===== src/station_pkg.sv =====
`default_nettype none

package station_pkg;

  // internal signal path sample and its double-headroom working width
  typedef logic signed [17:0] sample_t;
  typedef logic signed [19:0] wide_t;

  // converter output word
  typedef logic signed [15:0] adc_t;

  // saturation limits
  localparam sample_t sample_max = 18'sh1ffff;
  localparam sample_t sample_min = -18'sh20000;
  localparam adc_t adc_max = 16'sh7fff;
  localparam adc_t adc_min = -16'sh8000;

  // dither width taken from the prng
  localparam int dither_bits = 4;

  // cavity gain is an unsigned fraction of 2^17
  localparam int gain_frac = 17;

  // galois lfsr feedback taps
  localparam logic [31:0] lfsr_taps = 32'h80200003;

  // clamp a working value to the 18-bit sample range
  function automatic sample_t sat_sample(input wide_t x);
    if (x > wide_t'(sample_max)) return sample_max;
    if (x < wide_t'(sample_min)) return sample_min;
    return sample_t'(x);
  endfunction

  // clamp a working value to the 16-bit adc range
  function automatic adc_t sat_adc(input wide_t x);
    if (x > wide_t'(adc_max)) return adc_max;
    if (x < wide_t'(adc_min)) return adc_min;
    return adc_t'(x);
  endfunction

endpackage

`default_nettype wire


===== src/station_regs_pkg.sv =====
`default_nettype none

package station_regs_pkg;

  // local bus word types
  typedef logic [7:0] lb_addr_t;
  typedef logic [31:0] lb_data_t;

  // right-shift amount used by the filters
  typedef logic [3:0] shift_t;

  // address map
  localparam lb_addr_t addr_knee = 8'd1;
  localparam lb_addr_t addr_amp_shift = 8'd2;
  localparam lb_addr_t addr_cav_gain = 8'd3;
  localparam lb_addr_t addr_cav_shift = 8'd4;
  localparam lb_addr_t addr_adc_offset_field = 8'd5;
  localparam lb_addr_t addr_adc_offset_forward = 8'd6;
  localparam lb_addr_t addr_adc_offset_reflect = 8'd7;
  localparam lb_addr_t addr_prng_enable = 8'd8;
  localparam lb_addr_t addr_seed_a = 8'd9;
  localparam lb_addr_t addr_seed_b = 8'd10;

  // register values after reset
  // knee at full scale means no compression
  localparam station_pkg::sample_t knee_reset = station_pkg::sample_max;
  localparam shift_t amp_shift_reset = 4'd2;
  localparam logic [17:0] cav_gain_reset = 18'd0;
  localparam shift_t cav_shift_reset = 4'd4;
  localparam station_pkg::adc_t offset_reset = 16'sd0;
  localparam logic prng_enable_reset = 1'b0;
  localparam logic [31:0] seed_reset = 32'd1;

endpackage

`default_nettype wire


===== src/cav_probe_if.sv =====
`timescale 1ns/1ps
`default_nettype none

// cavity probe bundle, one sample per cycle with interleaved phase
interface cav_probe_if;
  import station_pkg::*;

  // high marks the I sample, low the Q sample
  logic iq;

  // cavity field probe
  sample_t field;

  // forward and reflected couplers
  sample_t forward;
  sample_t reflect;

  // driven by the cavity model
  modport src (output iq, field, forward, reflect);

  // read by each adc emulator
  modport snk (input iq, field, forward, reflect);

endinterface

`default_nettype wire


===== src/station_regs.sv =====
`timescale 1ns/1ps
`default_nettype none

module station_regs (
  input  logic                       clk,
  input  logic                       reset,
  input  logic                       lb_write,
  input  station_regs_pkg::lb_addr_t lb_addr,
  input  station_regs_pkg::lb_data_t lb_data,
  output station_pkg::sample_t       knee,
  output station_regs_pkg::shift_t   amp_shift,
  output logic [17:0]                cav_gain,
  output station_regs_pkg::shift_t   cav_shift,
  output station_pkg::adc_t          offset_field,
  output station_pkg::adc_t          offset_forward,
  output station_pkg::adc_t          offset_reflect,
  output logic                       prng_enable,
  output logic [31:0]                seed_a,
  output logic [31:0]                seed_b,
  output logic                       seed_load_a,
  output logic                       seed_load_b
);
  import station_regs_pkg::*;

  always_ff @(posedge clk) begin
    if (reset) begin
      knee <= knee_reset;
      amp_shift <= amp_shift_reset;
      cav_gain <= cav_gain_reset;
      cav_shift <= cav_shift_reset;
      offset_field <= offset_reset;
      offset_forward <= offset_reset;
      offset_reflect <= offset_reset;
      prng_enable <= prng_enable_reset;
      seed_a <= seed_reset;
      seed_b <= seed_reset;
      seed_load_a <= 1'b0;
      seed_load_b <= 1'b0;
    end else begin
      // load pulses last a single cycle
      seed_load_a <= 1'b0;
      seed_load_b <= 1'b0;
      if (lb_write) begin
        // data is truncated to the width of each field
        case (lb_addr)
          addr_knee: knee <= lb_data[17:0];
          addr_amp_shift: amp_shift <= lb_data[3:0];
          addr_cav_gain: cav_gain <= lb_data[17:0];
          addr_cav_shift: cav_shift <= lb_data[3:0];
          addr_adc_offset_field: offset_field <= lb_data[15:0];
          addr_adc_offset_forward: offset_forward <= lb_data[15:0];
          addr_adc_offset_reflect: offset_reflect <= lb_data[15:0];
          addr_prng_enable: prng_enable <= lb_data[0];
          addr_seed_a: begin
            seed_a <= lb_data;
            seed_load_a <= 1'b1;
          end
          addr_seed_b: begin
            seed_b <= lb_data;
            seed_load_b <= 1'b1;
          end
          // unmapped addresses fall through untouched
          default: ;
        endcase
      end
    end
  end

endmodule

`default_nettype wire


===== src/amp_compress.sv =====
`timescale 1ns/1ps
`default_nettype none

module amp_compress (
  input  logic                 clk,
  input  logic                 reset,
  input  station_pkg::sample_t d_in,
  input  logic                 iq,
  input  station_pkg::sample_t knee,
  output station_pkg::sample_t d_out,
  output logic                 iq_out
);
  import station_pkg::*;

  wide_t d_ext;
  wide_t knee_ext;
  wide_t mag;
  wide_t excess;
  wide_t comp_mag;
  wide_t comp;
  logic over;

  // same rule on I and Q, not a true polar compression
  assign d_ext = wide_t'(d_in);
  assign knee_ext = wide_t'(knee);

  // magnitude needs the extra bit for -2^17
  assign mag = d_ext[19] ? -d_ext : d_ext;
  assign over = mag > knee_ext;

  // above the knee the excess is halved
  assign excess = mag - knee_ext;
  assign comp_mag = knee_ext + (excess >>> 1);

  // restore the sign
  assign comp = d_ext[19] ? -comp_mag : comp_mag;

  always_ff @(posedge clk) begin
    if (reset) begin
      d_out <= '0;
      iq_out <= 1'b0;
    end else begin
      // +2^17 at full scale clamps to sample_max
      d_out <= over ? sat_sample(comp) : d_in;
      iq_out <= iq;
    end
  end

endmodule

`default_nettype wire


===== src/amp_lowpass.sv =====
`timescale 1ns/1ps
`default_nettype none

module amp_lowpass (
  input  logic                     clk,
  input  logic                     reset,
  input  station_pkg::sample_t     d_in,
  input  logic                     iq,
  input  station_regs_pkg::shift_t shift,
  output station_pkg::sample_t     d_out,
  output logic                     iq_out
);
  import station_pkg::*;

  // one filter state per phase
  sample_t state_i;
  sample_t state_q;
  sample_t state_sel;
  wide_t err;
  wide_t next_w;

  assign state_sel = iq ? state_i : state_q;

  // error between input and state, scaled by the bandwidth shift
  assign err = wide_t'(d_in) - wide_t'(state_sel);
  // result lies between old state and input, so it always fits 18 bits
  assign next_w = wide_t'(state_sel) + (err >>> shift);

  always_ff @(posedge clk) begin
    if (reset) begin
      state_i <= '0;
      state_q <= '0;
      d_out <= '0;
      iq_out <= 1'b0;
    end else begin
      if (iq) begin
        state_i <= sample_t'(next_w);
      end else begin
        state_q <= sample_t'(next_w);
      end
      // output is the freshly updated state
      d_out <= sample_t'(next_w);
      iq_out <= iq;
    end
  end

endmodule

`default_nettype wire


===== src/cav_mode.sv =====
`timescale 1ns/1ps
`default_nettype none

module cav_mode (
  input  logic                     clk,
  input  logic                     reset,
  input  station_pkg::sample_t     drive,
  input  logic                     iq,
  input  logic [17:0]              gain,
  input  station_regs_pkg::shift_t shift,
  cav_probe_if.src                 probe
);
  import station_pkg::*;

  // field state per phase
  sample_t field_i;
  sample_t field_q;
  sample_t field_sel;
  sample_t field_next;

  // signed drive times unsigned gain
  logic signed [36:0] product;
  wide_t scaled;
  wide_t err;
  wide_t next_w;

  assign field_sel = iq ? field_i : field_q;

  // gain gets a zero sign bit so it stays unsigned
  assign product = drive * $signed({1'b0, gain});
  assign scaled = wide_t'(product >>> gain_frac);

  // one-pole update toward the scaled drive
  assign err = scaled - wide_t'(field_sel);
  assign next_w = wide_t'(field_sel) + (err >>> shift);

  // gains above unity can push the target past 18 bits, so the state clamps
  assign field_next = sat_sample(next_w);

  always_ff @(posedge clk) begin
    if (reset) begin
      field_i <= '0;
      field_q <= '0;
      probe.iq <= 1'b0;
      probe.field <= '0;
      probe.forward <= '0;
      probe.reflect <= '0;
    end else begin
      if (iq) begin
        field_i <= field_next;
      end else begin
        field_q <= field_next;
      end
      probe.iq <= iq;
      probe.field <= field_next;
      // forward coupler sees the amplifier output directly
      probe.forward <= drive;
      // reflected wave is what the cavity does not absorb
      probe.reflect <= sat_sample(wide_t'(field_next) - wide_t'(drive));
    end
  end

endmodule

`default_nettype wire


===== src/noise_prng.sv =====
`timescale 1ns/1ps
`default_nettype none

module noise_prng (
  input  logic        clk,
  input  logic        reset,
  input  logic        enable,
  input  logic [31:0] seed_a,
  input  logic [31:0] seed_b,
  input  logic        load_a,
  input  logic        load_b,
  output logic [31:0] rnda,
  output logic [31:0] rndb
);
  import station_pkg::*;
  import station_regs_pkg::*;

  // generator 0 feeds rnda, generator 1 feeds rndb
  logic [31:0] seed [2];
  logic        load [2];
  logic [31:0] state [2];

  // one galois step, shift right and fold taps when bit 0 falls out
  function automatic logic [31:0] lfsr_next(input logic [31:0] s);
    return (s >> 1) ^ (s[0] ? lfsr_taps : 32'd0);
  endfunction

  assign seed[0] = seed_a;
  assign seed[1] = seed_b;
  assign load[0] = load_a;
  assign load[1] = load_b;

  always_ff @(posedge clk) begin
    for (int k = 0; k < 2; k++) begin
      if (reset) begin
        state[k] <= seed_reset;
      end else if (load[k]) begin
        // all-zero state would lock up
        state[k] <= (seed[k] == 32'd0) ? 32'd1 : seed[k];
      end else if (enable) begin
        state[k] <= lfsr_next(state[k]);
      end
    end
  end

  assign rnda = state[0];
  assign rndb = state[1];

endmodule

`default_nettype wire


===== src/adc_emu.sv =====
`timescale 1ns/1ps
`default_nettype none

module adc_emu #(
  // 0 field, 1 forward, 2 reflect
  parameter int sel = 0
) (
  input  logic                                clk,
  input  logic                                reset,
  cav_probe_if.snk                            probe,
  input  station_pkg::adc_t                   offset,
  input  logic [station_pkg::dither_bits-1:0] rnd,
  input  logic                                dither_on,
  output station_pkg::adc_t                   adc,
  output logic                                strobe
);
  import station_pkg::*;

  sample_t pick;
  wide_t dither;
  wide_t sum;

  // probe channel chosen at elaboration
  always_comb begin
    case (sel)
      0: pick = probe.field;
      1: pick = probe.forward;
      default: pick = probe.reflect;
    endcase
  end

  // dither is a signed nibble, -8 to +7
  assign dither = dither_on ? wide_t'($signed(rnd)) : '0;

  // drop two lsbs to reach 16 bits, then add offset and dither
  assign sum = wide_t'(pick >>> 2) + wide_t'(offset) + dither;

  always_ff @(posedge clk) begin
    if (reset) begin
      adc <= '0;
      strobe <= 1'b0;
    end else begin
      adc <= sat_adc(sum);
      strobe <= probe.iq;
    end
  end

endmodule

`default_nettype wire


===== src/station.sv =====
`timescale 1ns/1ps
`default_nettype none

module station (
  input  logic                       clk,
  input  logic                       reset,
  input  logic                       iq,
  input  station_pkg::sample_t       drive,
  input  logic                       lb_write,
  input  station_regs_pkg::lb_addr_t lb_addr,
  input  station_regs_pkg::lb_data_t lb_data,
  output station_pkg::adc_t          a_field,
  output station_pkg::adc_t          a_forward,
  output station_pkg::adc_t          a_reflect,
  output logic                       adc_iq
);
  import station_pkg::*;
  import station_regs_pkg::*;

  // configuration from the register block
  sample_t knee;
  shift_t amp_shift;
  logic [17:0] cav_gain;
  shift_t cav_shift;
  adc_t offset_field;
  adc_t offset_forward;
  adc_t offset_reflect;
  logic prng_enable;
  logic [31:0] seed_a;
  logic [31:0] seed_b;
  logic seed_load_a;
  logic seed_load_b;

  // amplifier chain
  sample_t comp_out;
  logic comp_iq;
  sample_t amp_out;
  logic amp_iq;

  logic [31:0] rnda;
  logic [31:0] rndb;

  cav_probe_if probe();

  station_regs u_regs (
    .clk, .reset, .lb_write, .lb_addr, .lb_data,
    .knee, .amp_shift, .cav_gain, .cav_shift,
    .offset_field, .offset_forward, .offset_reflect,
    .prng_enable, .seed_a, .seed_b, .seed_load_a, .seed_load_b
  );

  amp_compress u_compress (
    .clk, .reset, .d_in(drive), .iq, .knee, .d_out(comp_out), .iq_out(comp_iq)
  );

  amp_lowpass u_lowpass (
    .clk, .reset, .d_in(comp_out), .iq(comp_iq), .shift(amp_shift),
    .d_out(amp_out), .iq_out(amp_iq)
  );

  cav_mode u_cav (
    .clk, .reset, .drive(amp_out), .iq(amp_iq), .gain(cav_gain), .shift(cav_shift),
    .probe(probe.src)
  );

  noise_prng u_prng (
    .clk, .reset, .enable(prng_enable), .seed_a, .seed_b,
    .load_a(seed_load_a), .load_b(seed_load_b), .rnda, .rndb
  );

  // field converter also supplies the output phase strobe
  adc_emu #(.sel(0)) u_adc_field (
    .clk, .reset, .probe(probe.snk), .offset(offset_field), .rnd(rnda[3:0]),
    .dither_on(prng_enable), .adc(a_field), .strobe(adc_iq)
  );

  adc_emu #(.sel(1)) u_adc_forward (
    .clk, .reset, .probe(probe.snk), .offset(offset_forward), .rnd(rnda[19:16]),
    .dither_on(prng_enable), .adc(a_forward), .strobe()
  );

  adc_emu #(.sel(2)) u_adc_reflect (
    .clk, .reset, .probe(probe.snk), .offset(offset_reflect), .rnd(rndb[3:0]),
    .dither_on(prng_enable), .adc(a_reflect), .strobe()
  );

endmodule

`default_nettype wire


===== config.mk =====
export PLATFORM = sky130hd
export DESIGN_NAME = station
export DESIGN_NICKNAME = d
export VERILOG_FILES = /design/src/station_pkg.sv /design/src/station_regs_pkg.sv /design/src/cav_probe_if.sv /design/src/station_regs.sv /design/src/amp_compress.sv /design/src/amp_lowpass.sv /design/src/cav_mode.sv /design/src/noise_prng.sv /design/src/adc_emu.sv /design/src/station.sv
export SDC_FILE = /design/constraint.sdc
export NUM_CORES = 2
export LEC_CHECK = 0
export BUFFER_PORTS_ARGS = -buffer_cell sky130_fd_sc_hd__buf_4
export CORE_AREA = 2 2 298 300
export CTS_CLUSTER_SIZE = 12
export DETAILED_ROUTE_END_ITERATION = 6
export DIE_AREA = 0 0 300 302
export PLACE_DENSITY = 0.66
export SLEW_MARGIN = 20
export SYNTH_ARGS = -nofsm -noshare
export SYNTH_HDL_FRONTEND = slang
export SYNTH_SLANG_ARGS = --single-unit
export TNS_END_PERCENT = 10

===== constraint.sdc =====
create_clock -name clk -period 14.05 [get_ports clk]
set_clock_uncertainty 0.15 [all_clocks]
set_input_delay 2.81 -clock clk [delete_from_list [all_inputs] [get_ports clk]]
set_output_delay 2.81 -clock clk [all_outputs]
set_load 0.05 [all_outputs]

Word-level counts from Yosys, hierarchy flattened:

Memory sizes are Yosys's and may differ from the RTL's.
Index checks and enable logic that the tools add are counted.

* add/sub/neg operators: 15
* shift-type cells: 2
* reduce and logical (&&, ||, !) cells: 13
* $lt $le $gt $ge: 13
* equal/unequal tests: 10
* multiply operators: 1
* bitwise operators: 7
* multiplexer cells: 85

Operators with widths (number)
* two-way mux 18 bit: 15
* two-way mux 32 bit: 8
* two-way mux 16 bit: 12
* two-way mux 20 bit: 5
* zero test 32 bit: 2
* bitwise XOR 31 x 32 -> 32 bit: 2
* adder 20 bit: 3
* greater-than comparator 20 x 16 -> 1 bit (second input constant): 3
* greater-than comparator 20 x 18 -> 1 bit (second input constant): 3
* less-than comparator 20 x 16 -> 1 bit (second input constant): 3
* less-than comparator 20 x 18 -> 1 bit (second input constant): 3
* adder 16 x 16 -> 17 bit: 3
* two-way mux 1 bit: 45
* subtractor 20 x 18 -> 20 bit: 2
* subtractor 18 x 18 -> 19 bit: 2
* multiplier 18 x 19 -> 37 bit: 1
* == test 8 x 3 -> 1 bit (second input constant): 4
* == test 8 x 4 -> 1 bit (second input constant): 3
* adder 18 x 19 -> 20 bit: 1
* adder 18 x 20 -> 20 bit: 1
* greater-than comparator 20 x 18 -> 1 bit: 1
* negation 18 -> 20 bit: 1
* negation 20 bit: 1
* AND reduction 2 bit: 10
* 8 further kinds: 12

* memories: 1
* memory bits (writable): 64
* output and inout bits: 49
* register bits after elaboration: 373
* logic and storage cells: 175

Memory list
* u_prng.state: words 2, width 32, read ports 2, clocked after memory_dff 0, write ports 2, line noise_prng.sv:21 `logic [31:0] state [2];`

Depth between registers and ports, before layout:

* depth after elaboration: 17
* gate-level depth with buffers: 64
* depth with buffers taken out: 61

Cells and area by module:

A second synthesis with hierarchy kept.

* cell total of the unflattened synthesis: 4726
* area, all modules: 41690.0 µm²

Modules (own cells, without submodules)
* cav_mode: seq. area each 1821.7 µm², cells an instance 1978, area an instance 17202.7 µm², times used 1
* station_regs: seq. area each 3183.1 µm², cells an instance 589, area an instance 6382.4 µm², times used 1
* amp_lowpass: seq. area each 1101.1 µm², cells an instance 661, area an instance 5157.4 µm², times used 1
* adc_emu at u_adc_field ...: seq. area each 340.3 µm², cells an instance 266, area an instance 2142.1 µm², times used 2
* amp_compress: seq. area each 380.4 µm², cells an instance 481, area an instance 3628.5 µm², times used 1
* noise_prng: seq. area each 1921.8 µm², cells an instance 241, area an instance 2932.8 µm², times used 1
* adc_emu at u_adc_reflect: seq. area each 340.3 µm², cells an instance 244, area an instance 2102.0 µm², times used 1

Worst setup path before layout:

No wires, ideal clock.

* kind: reg2reg
* start: reg u_lowpass.d_out[3]
* end: reg u_cav.probe.reflect[14]
* arrival time: 13.809 ns
* path slack: 0.033 ns
* period minus slack after synthesis: 14.017 ns
* library setup time: 0.058 ns
* stages on the path, launching flop included: 58
* cell sequence: dfxtp_1 > clkbuf_1 > clkbuf_1 > nand2_1 > fa_1 > fa_1 > fa_1 > fa_1 > inv_1 > fa_1 > inv_1 > fa_1 > inv_1 > ha_1 > a222oi_1 > nand3_1 > o2111ai_1 > o221ai_1 > [... 22 more ...] > or3_1 > and3_1 > a31oi_1 > o221ai_2 > buf_4 > a21oi_1 > inv_1 > ha_1 > o21ai_0 > a21boi_0 > o21ai_0 > a21oi_1 > a211oi_1 > o31ai_1 > nor2b_1 > a211oi_1 > clkbuf_1 > o21a_1

* word-level cells in the longest chain between the ends: 16
* elaborated cells between the ends (all ways): 23
* classes of those cells: add/sub (3); mul (1); order compare (4); shift (1); mux (14)

RTL lines
* start, declared: line amp_lowpass.sv:10 `output station_pkg::sample_t d_out,`
* start signal, assigned: line amp_lowpass.sv:42 `d_out <= sample_t'(next_w);`
* multiplier 18 x 19 -> 37 bit (*): line cav_mode.sv:30 `assign product = drive * $signed({1'b0, gain});`
* subtractor 20 x 18 -> 20 bit (*): line cav_mode.sv:34 `assign err = scaled - wide_t'(field_sel);`
* >>> shifter 20 x 4 -> 20 bit (*): line cav_mode.sv:35 `assign next_w = wide_t'(field_sel) + (err >>> shift);`
* adder 18 x 20 -> 20 bit (*): line cav_mode.sv:35
* less-than comparator 20 x 18 -> 1 bit: line station_pkg.sv:30 `if (x < wide_t'(sample_min)) return sample_min;`
* two-way mux 1 bit (2 in series): line station_pkg.sv:30
* two-way mux 18 bit: line station_pkg.sv:31 `return sample_t'(x);`
* two-way mux 18 bit (*): line station_pkg.sv:30
* named net u_cav.field_next[2]: line cav_mode.sv:19 `sample_t field_next;`
* subtractor 18 x 18 -> 19 bit (*): line cav_mode.sv:59 `probe.reflect <= sat_sample(wide_t'(field_next) - wide_t'(drive));`
* less-than comparator 20 x 18 -> 1 bit: line station_pkg.sv:30
* two-way mux 1 bit (2 in series): line station_pkg.sv:30
* two-way mux 1 bit: line cav_mode.sv:41 `if (reset) begin`
* two-way mux 18 bit: line station_pkg.sv:31
* two-way mux 18 bit (*): line station_pkg.sv:30
* end signal, assigned: line cav_mode.sv:59
* end, declared: line cav_probe_if.sv:19 `modport src (output iq, field, forward, reflect);`

The timed path passes the listed nets; every way through them passes the cells marked *. The select of a mux whose other input is x is not followed.
A chain may end at the register's enable or synchronous reset.

Worst setup path in the final report:

* start: reg u_lowpass.d_out[6]
* end: reg u_cav.probe.reflect[7]

* word-level cells in the longest chain between the ends: 16
* elaborated cells between the ends (all ways): 23
* classes of those cells: add/sub (3); mul (1); order compare (4); shift (1); mux (14)

RTL lines (line)
* multiplier 18 x 19 -> 37 bit: cav_mode.sv:30
* subtractor 20 x 18 -> 20 bit: cav_mode.sv:34
* >>> shifter 20 x 4 -> 20 bit: cav_mode.sv:35
* adder 18 x 20 -> 20 bit: cav_mode.sv:35
* less-than comparator 20 x 18 -> 1 bit: station_pkg.sv:30
* two-way mux 1 bit (2 in series): station_pkg.sv:30
* two-way mux 18 bit: station_pkg.sv:31
* two-way mux 18 bit: station_pkg.sv:30
* subtractor 18 x 18 -> 19 bit (*): cav_mode.sv:59
* less-than comparator 20 x 18 -> 1 bit: station_pkg.sv:30
* two-way mux 1 bit (2 in series): station_pkg.sv:30
* two-way mux 1 bit: cav_mode.sv:41
* two-way mux 18 bit: station_pkg.sv:31
* two-way mux 18 bit (*): station_pkg.sv:30

Every way passes the cells marked *; elsewhere a longest branch is shown, timed or not. The select of a mux whose other input is x is not followed.

==> metrics.cfg <==
[worst_setup_path]
cp_slowest_stage_delay_ns = 0.55
critical-path-slowest-cell = fa_1
cp-start-kind = flip-flop
ff2ff_setup_slack_ns = 0.66
worstSetupPathType = reg2reg
reg2regPathDepth = 57
r2r-end = u_cav.probe.reflect[7]$_SDFF_PP0_
r2r-start = u_lowpass.d_out[6]$_SDFF_PP0_
critPathRequiredTime_ns = 14.38
arrival_ns = 13.72
endpoint_kind = flip-flop
crit_top_cell = fa_1
path_max_fanout = 8

[placed_design]
dpl_worst_slack_ns = 0.0104
io_buffer_count = 110
gp_congestion = 0.948
hpwlAfterDp_um = 84000

[die]
fp.dieW_um = 300
dieArea_mm2 = 0.0906
ioPinCount = 111
row_count = 109
core-area_mm2 = 0.0876
dieHeight_um = 302
initial_core_util_pct = 44.4

[synth]
synth_largest_area_cell = dfxtp_1
yosys.area_share.xor_xnor_pct = 5.03
ys_seq_area_share_pct = 23.8
async_flop_share_pct = 0
yosys_warnings = 0
ys.flop_type = dfxtp_1
muxShareOfSynthArea_pct = 3.59
synth-seq-cells = 431
ys_top_cells_by_count = 584 x nand2_1, 473 x inv_1, 367 x dfxtp_1, 359 x ha_1, 350 x a21oi_1
netlist.area_leader.share_pct = 18.9
synth_compound_area_share_pct = 17.1
syn_area_mm2 = 0.0389
yosysMostFrequentCell = nand2_1
synth_area_leaders = dfxtp_1 19%, fa_1 14%, ha_1 12%
syn_avg_cell_area_um2 = 8.39
ys_types = 100
synth_fa_ha_area_share_pct = 25.3
syn_inst = 4639
synthSimpleGateAreaFrac_pct = 18.3
synth-edff-count = 64
synth_top_family_by_area = adder cells

[grt]
antenna_found_initial = 2
overflow = 0
grt_pass1_wl_um = 171000
first_global_vias = 31400
grtUsageTotal_pct = 23.4
grt_max_degree = 148

[cts]
cts_sinks = 431
cts_buffer_depth = 3
clk_latency_ns = 0.62
cts_tree = done
cts_buffers = 47
cts_hold_buf = 0
h-tree-depth = 2
clk_pin_slew_worst_paths_ns = 0.06
root_buffer = clkbuf_16

[timing]
fin_ws_ns = 0.660
finalHoldViolations = 0
fmax_mhz = 74.7
relSlewSlack_pct = 31.3
fin_crit_sh_pct = 95.3
report.final.slew_viol_count = 0
period_needed_ns = 13.39
worst_pin_slew_ns = 1.02
setup_viol = 0

[finish]
fillers = 8452
finalNetCount = 5405
seq_area_mm2 = 0.00929
multi_input_area_mm2 = 0.0273
drive_gt1_share_pct = 9.53
syn2layout_area_growth_pct = 11.2

[detailed_routing]
drc = 0
dr.pass1.iters = 6
vias_per_cell = 5.49
finalWirelength_um = 107000
detail-route-antenna-nets = 0
drtIter0Drc = 2524
vias = 32500
wl_per_cell_um = 18.2

[worst_hold_path]
hold_path_depth = 2
hold_path_end = u_lowpass.state_q[4]$_SDFFE_PP0N_
hold_path.class = reg2reg
holdCritStartpoint = u_lowpass.state_q[4]$_SDFFE_PP0N_

[run_status]
outcome = finished clean

[job]
max_cap_violations = 0

==> how the worst max path moves through the flow <==
stage / startpoint / slack [ns] / cells after the start / endpoint
2_1_floorplan: u_lowpass.d_out[3]$_SDFF_PP0_ / 0.03 / 57 / u_cav.probe.reflect[14]$_SDFF_PP0_
3_3_place_gp: u_regs.cav_gain[9]$_SDFFE_PP0P_ / 0.15 / 55 / u_cav.probe.reflect[4]$_SDFF_PP0_
3_5_place_dp: u_lowpass.d_out[7]$_SDFF_PP0_ / 0.01 / 56 / u_cav.probe.reflect[2]$_SDFF_PP0_
4_1_cts: u_regs.cav_gain[8]$_SDFFE_PP0P_ / 0.05 / 56 / u_cav.probe.reflect[2]$_SDFF_PP0_
5_1_grt: u_regs.cav_gain[11]$_SDFFE_PP0P_ / -0.08 / 55 / u_cav.probe.reflect[14]$_SDFF_PP0_
6_report: u_lowpass.d_out[6]$_SDFF_PP0_ / 0.66 / 57 / u_cav.probe.reflect[7]$_SDFF_PP0_
==> cell usage in the layout, fill, tap and decap left out, types with 110 or more instances in the layout <==
cell / count
buf_4: 243
o21ai_0: 125
xnor2_1: 160
fa_1: 266
inv_1: 473
a21o_1: 110
nor2_1: 346
and2_1: 196
ha_1: 356
dfxtp_1: 352
a21oi_1: 338
nand2_1: 581
==> logic make-up (layout without fill, tap and decap cells) <==
kind of cell / Yosys count / count (layout)
and+or+nand+nor: 1511 / 1512
AOI/OAI and AO/OA: 1016 / 1016
buffers and inverters: 700 / 811
adders and majority gates: 627 / 627
DFF: 431 / 431
xor gates and xnor gates: 222 / 222
muxes: 131 / 131
other: 1 / 4
==> state kept, by name, indices dropped and copies added, names as in the netlist, 16 cells and up <==
name                   flops
u_prng.state              64
u_regs.seed_a             32
u_regs.seed_b             32
u_cav.field_i             18
u_cav.field_q             18
u_compress.d_out          18
u_lowpass.d_out           18
u_lowpass.state_i         18
u_lowpass.state_q         18
u_regs.cav_gain           18
u_regs.knee               18
u_adc_field.adc           16
u_adc_forward.adc         16
u_adc_reflect.adc         16
u_cav.probe.field         16
u_cav.probe.forward       16
u_cav.probe.reflect       16
u_regs.offset_field       16
u_regs.offset_forward     16
u_regs.offset_reflect     16
==> final cells by class <==
type                    count  share of cell area (%)
multi-input cells        3510                    63.0
flip-flops and latches    431                    21.5
repair buffers            248                    4.36
inverters                 478                    4.15
well taps                1165                    3.37
clock buffers              70                    3.10
clock inverters            15                   0.520
diodes                      2                  0.0116
==> worst max-delay path, delay by kind of cell (launching register included) <==
family | cells | cell delay, ns
xor+xnor | 2 | 0.45
compound gates | 25 | 4.79
buf+inv | 6 | 0.45
simple gates | 11 | 2.04
fa+ha+maj | 11 | 4.33
flops | 1 | 0.33
mux | 2 | 0.72
==> stage by stage <==
step / instances / utilization [%] / TNS, ns / area [um2] / hold WS [ns]
CTS: 5906 / 49.0 / 0 / 42900 / 0.311
detailed placement: 5821 / 47.2 / 0 / 41300 / 0.294
global route: 5919 / 49.4 / -0.757 / 43300 / 0.317
global placement: 5821 / 47.2 / 0 / 41300 / 0.297
floorplan: 4640 / - / 0 / 38900 / 0.264
finish: 5919 / 49.4 / 0 / 43300 / 0.310
==> layer usage <==
layer | vias up | part of all wire [%] | track usage, %
met5 | - | 0 | 0
met4 | 0 | 2.4 | 6.33
met3 | 137 | 5.2 | 2.28
met2 | 819 | 46 | 38.8
met1 | 15700 | 46 | 32.7
li1 | 15900 | - | -
==> what timing repair did <==
item | CTS | global route
pin swaps | 1 | 39
buffers inserted | 0 | 9
setup endpoints to repair | 12 | 16
gates cloned | 0 | 2
gates resized for setup | 5 | 79
Power is left out: the tool's default activity adds up to more than one toggle a clock period on the data nets, which glitch-free logic cannot reach.
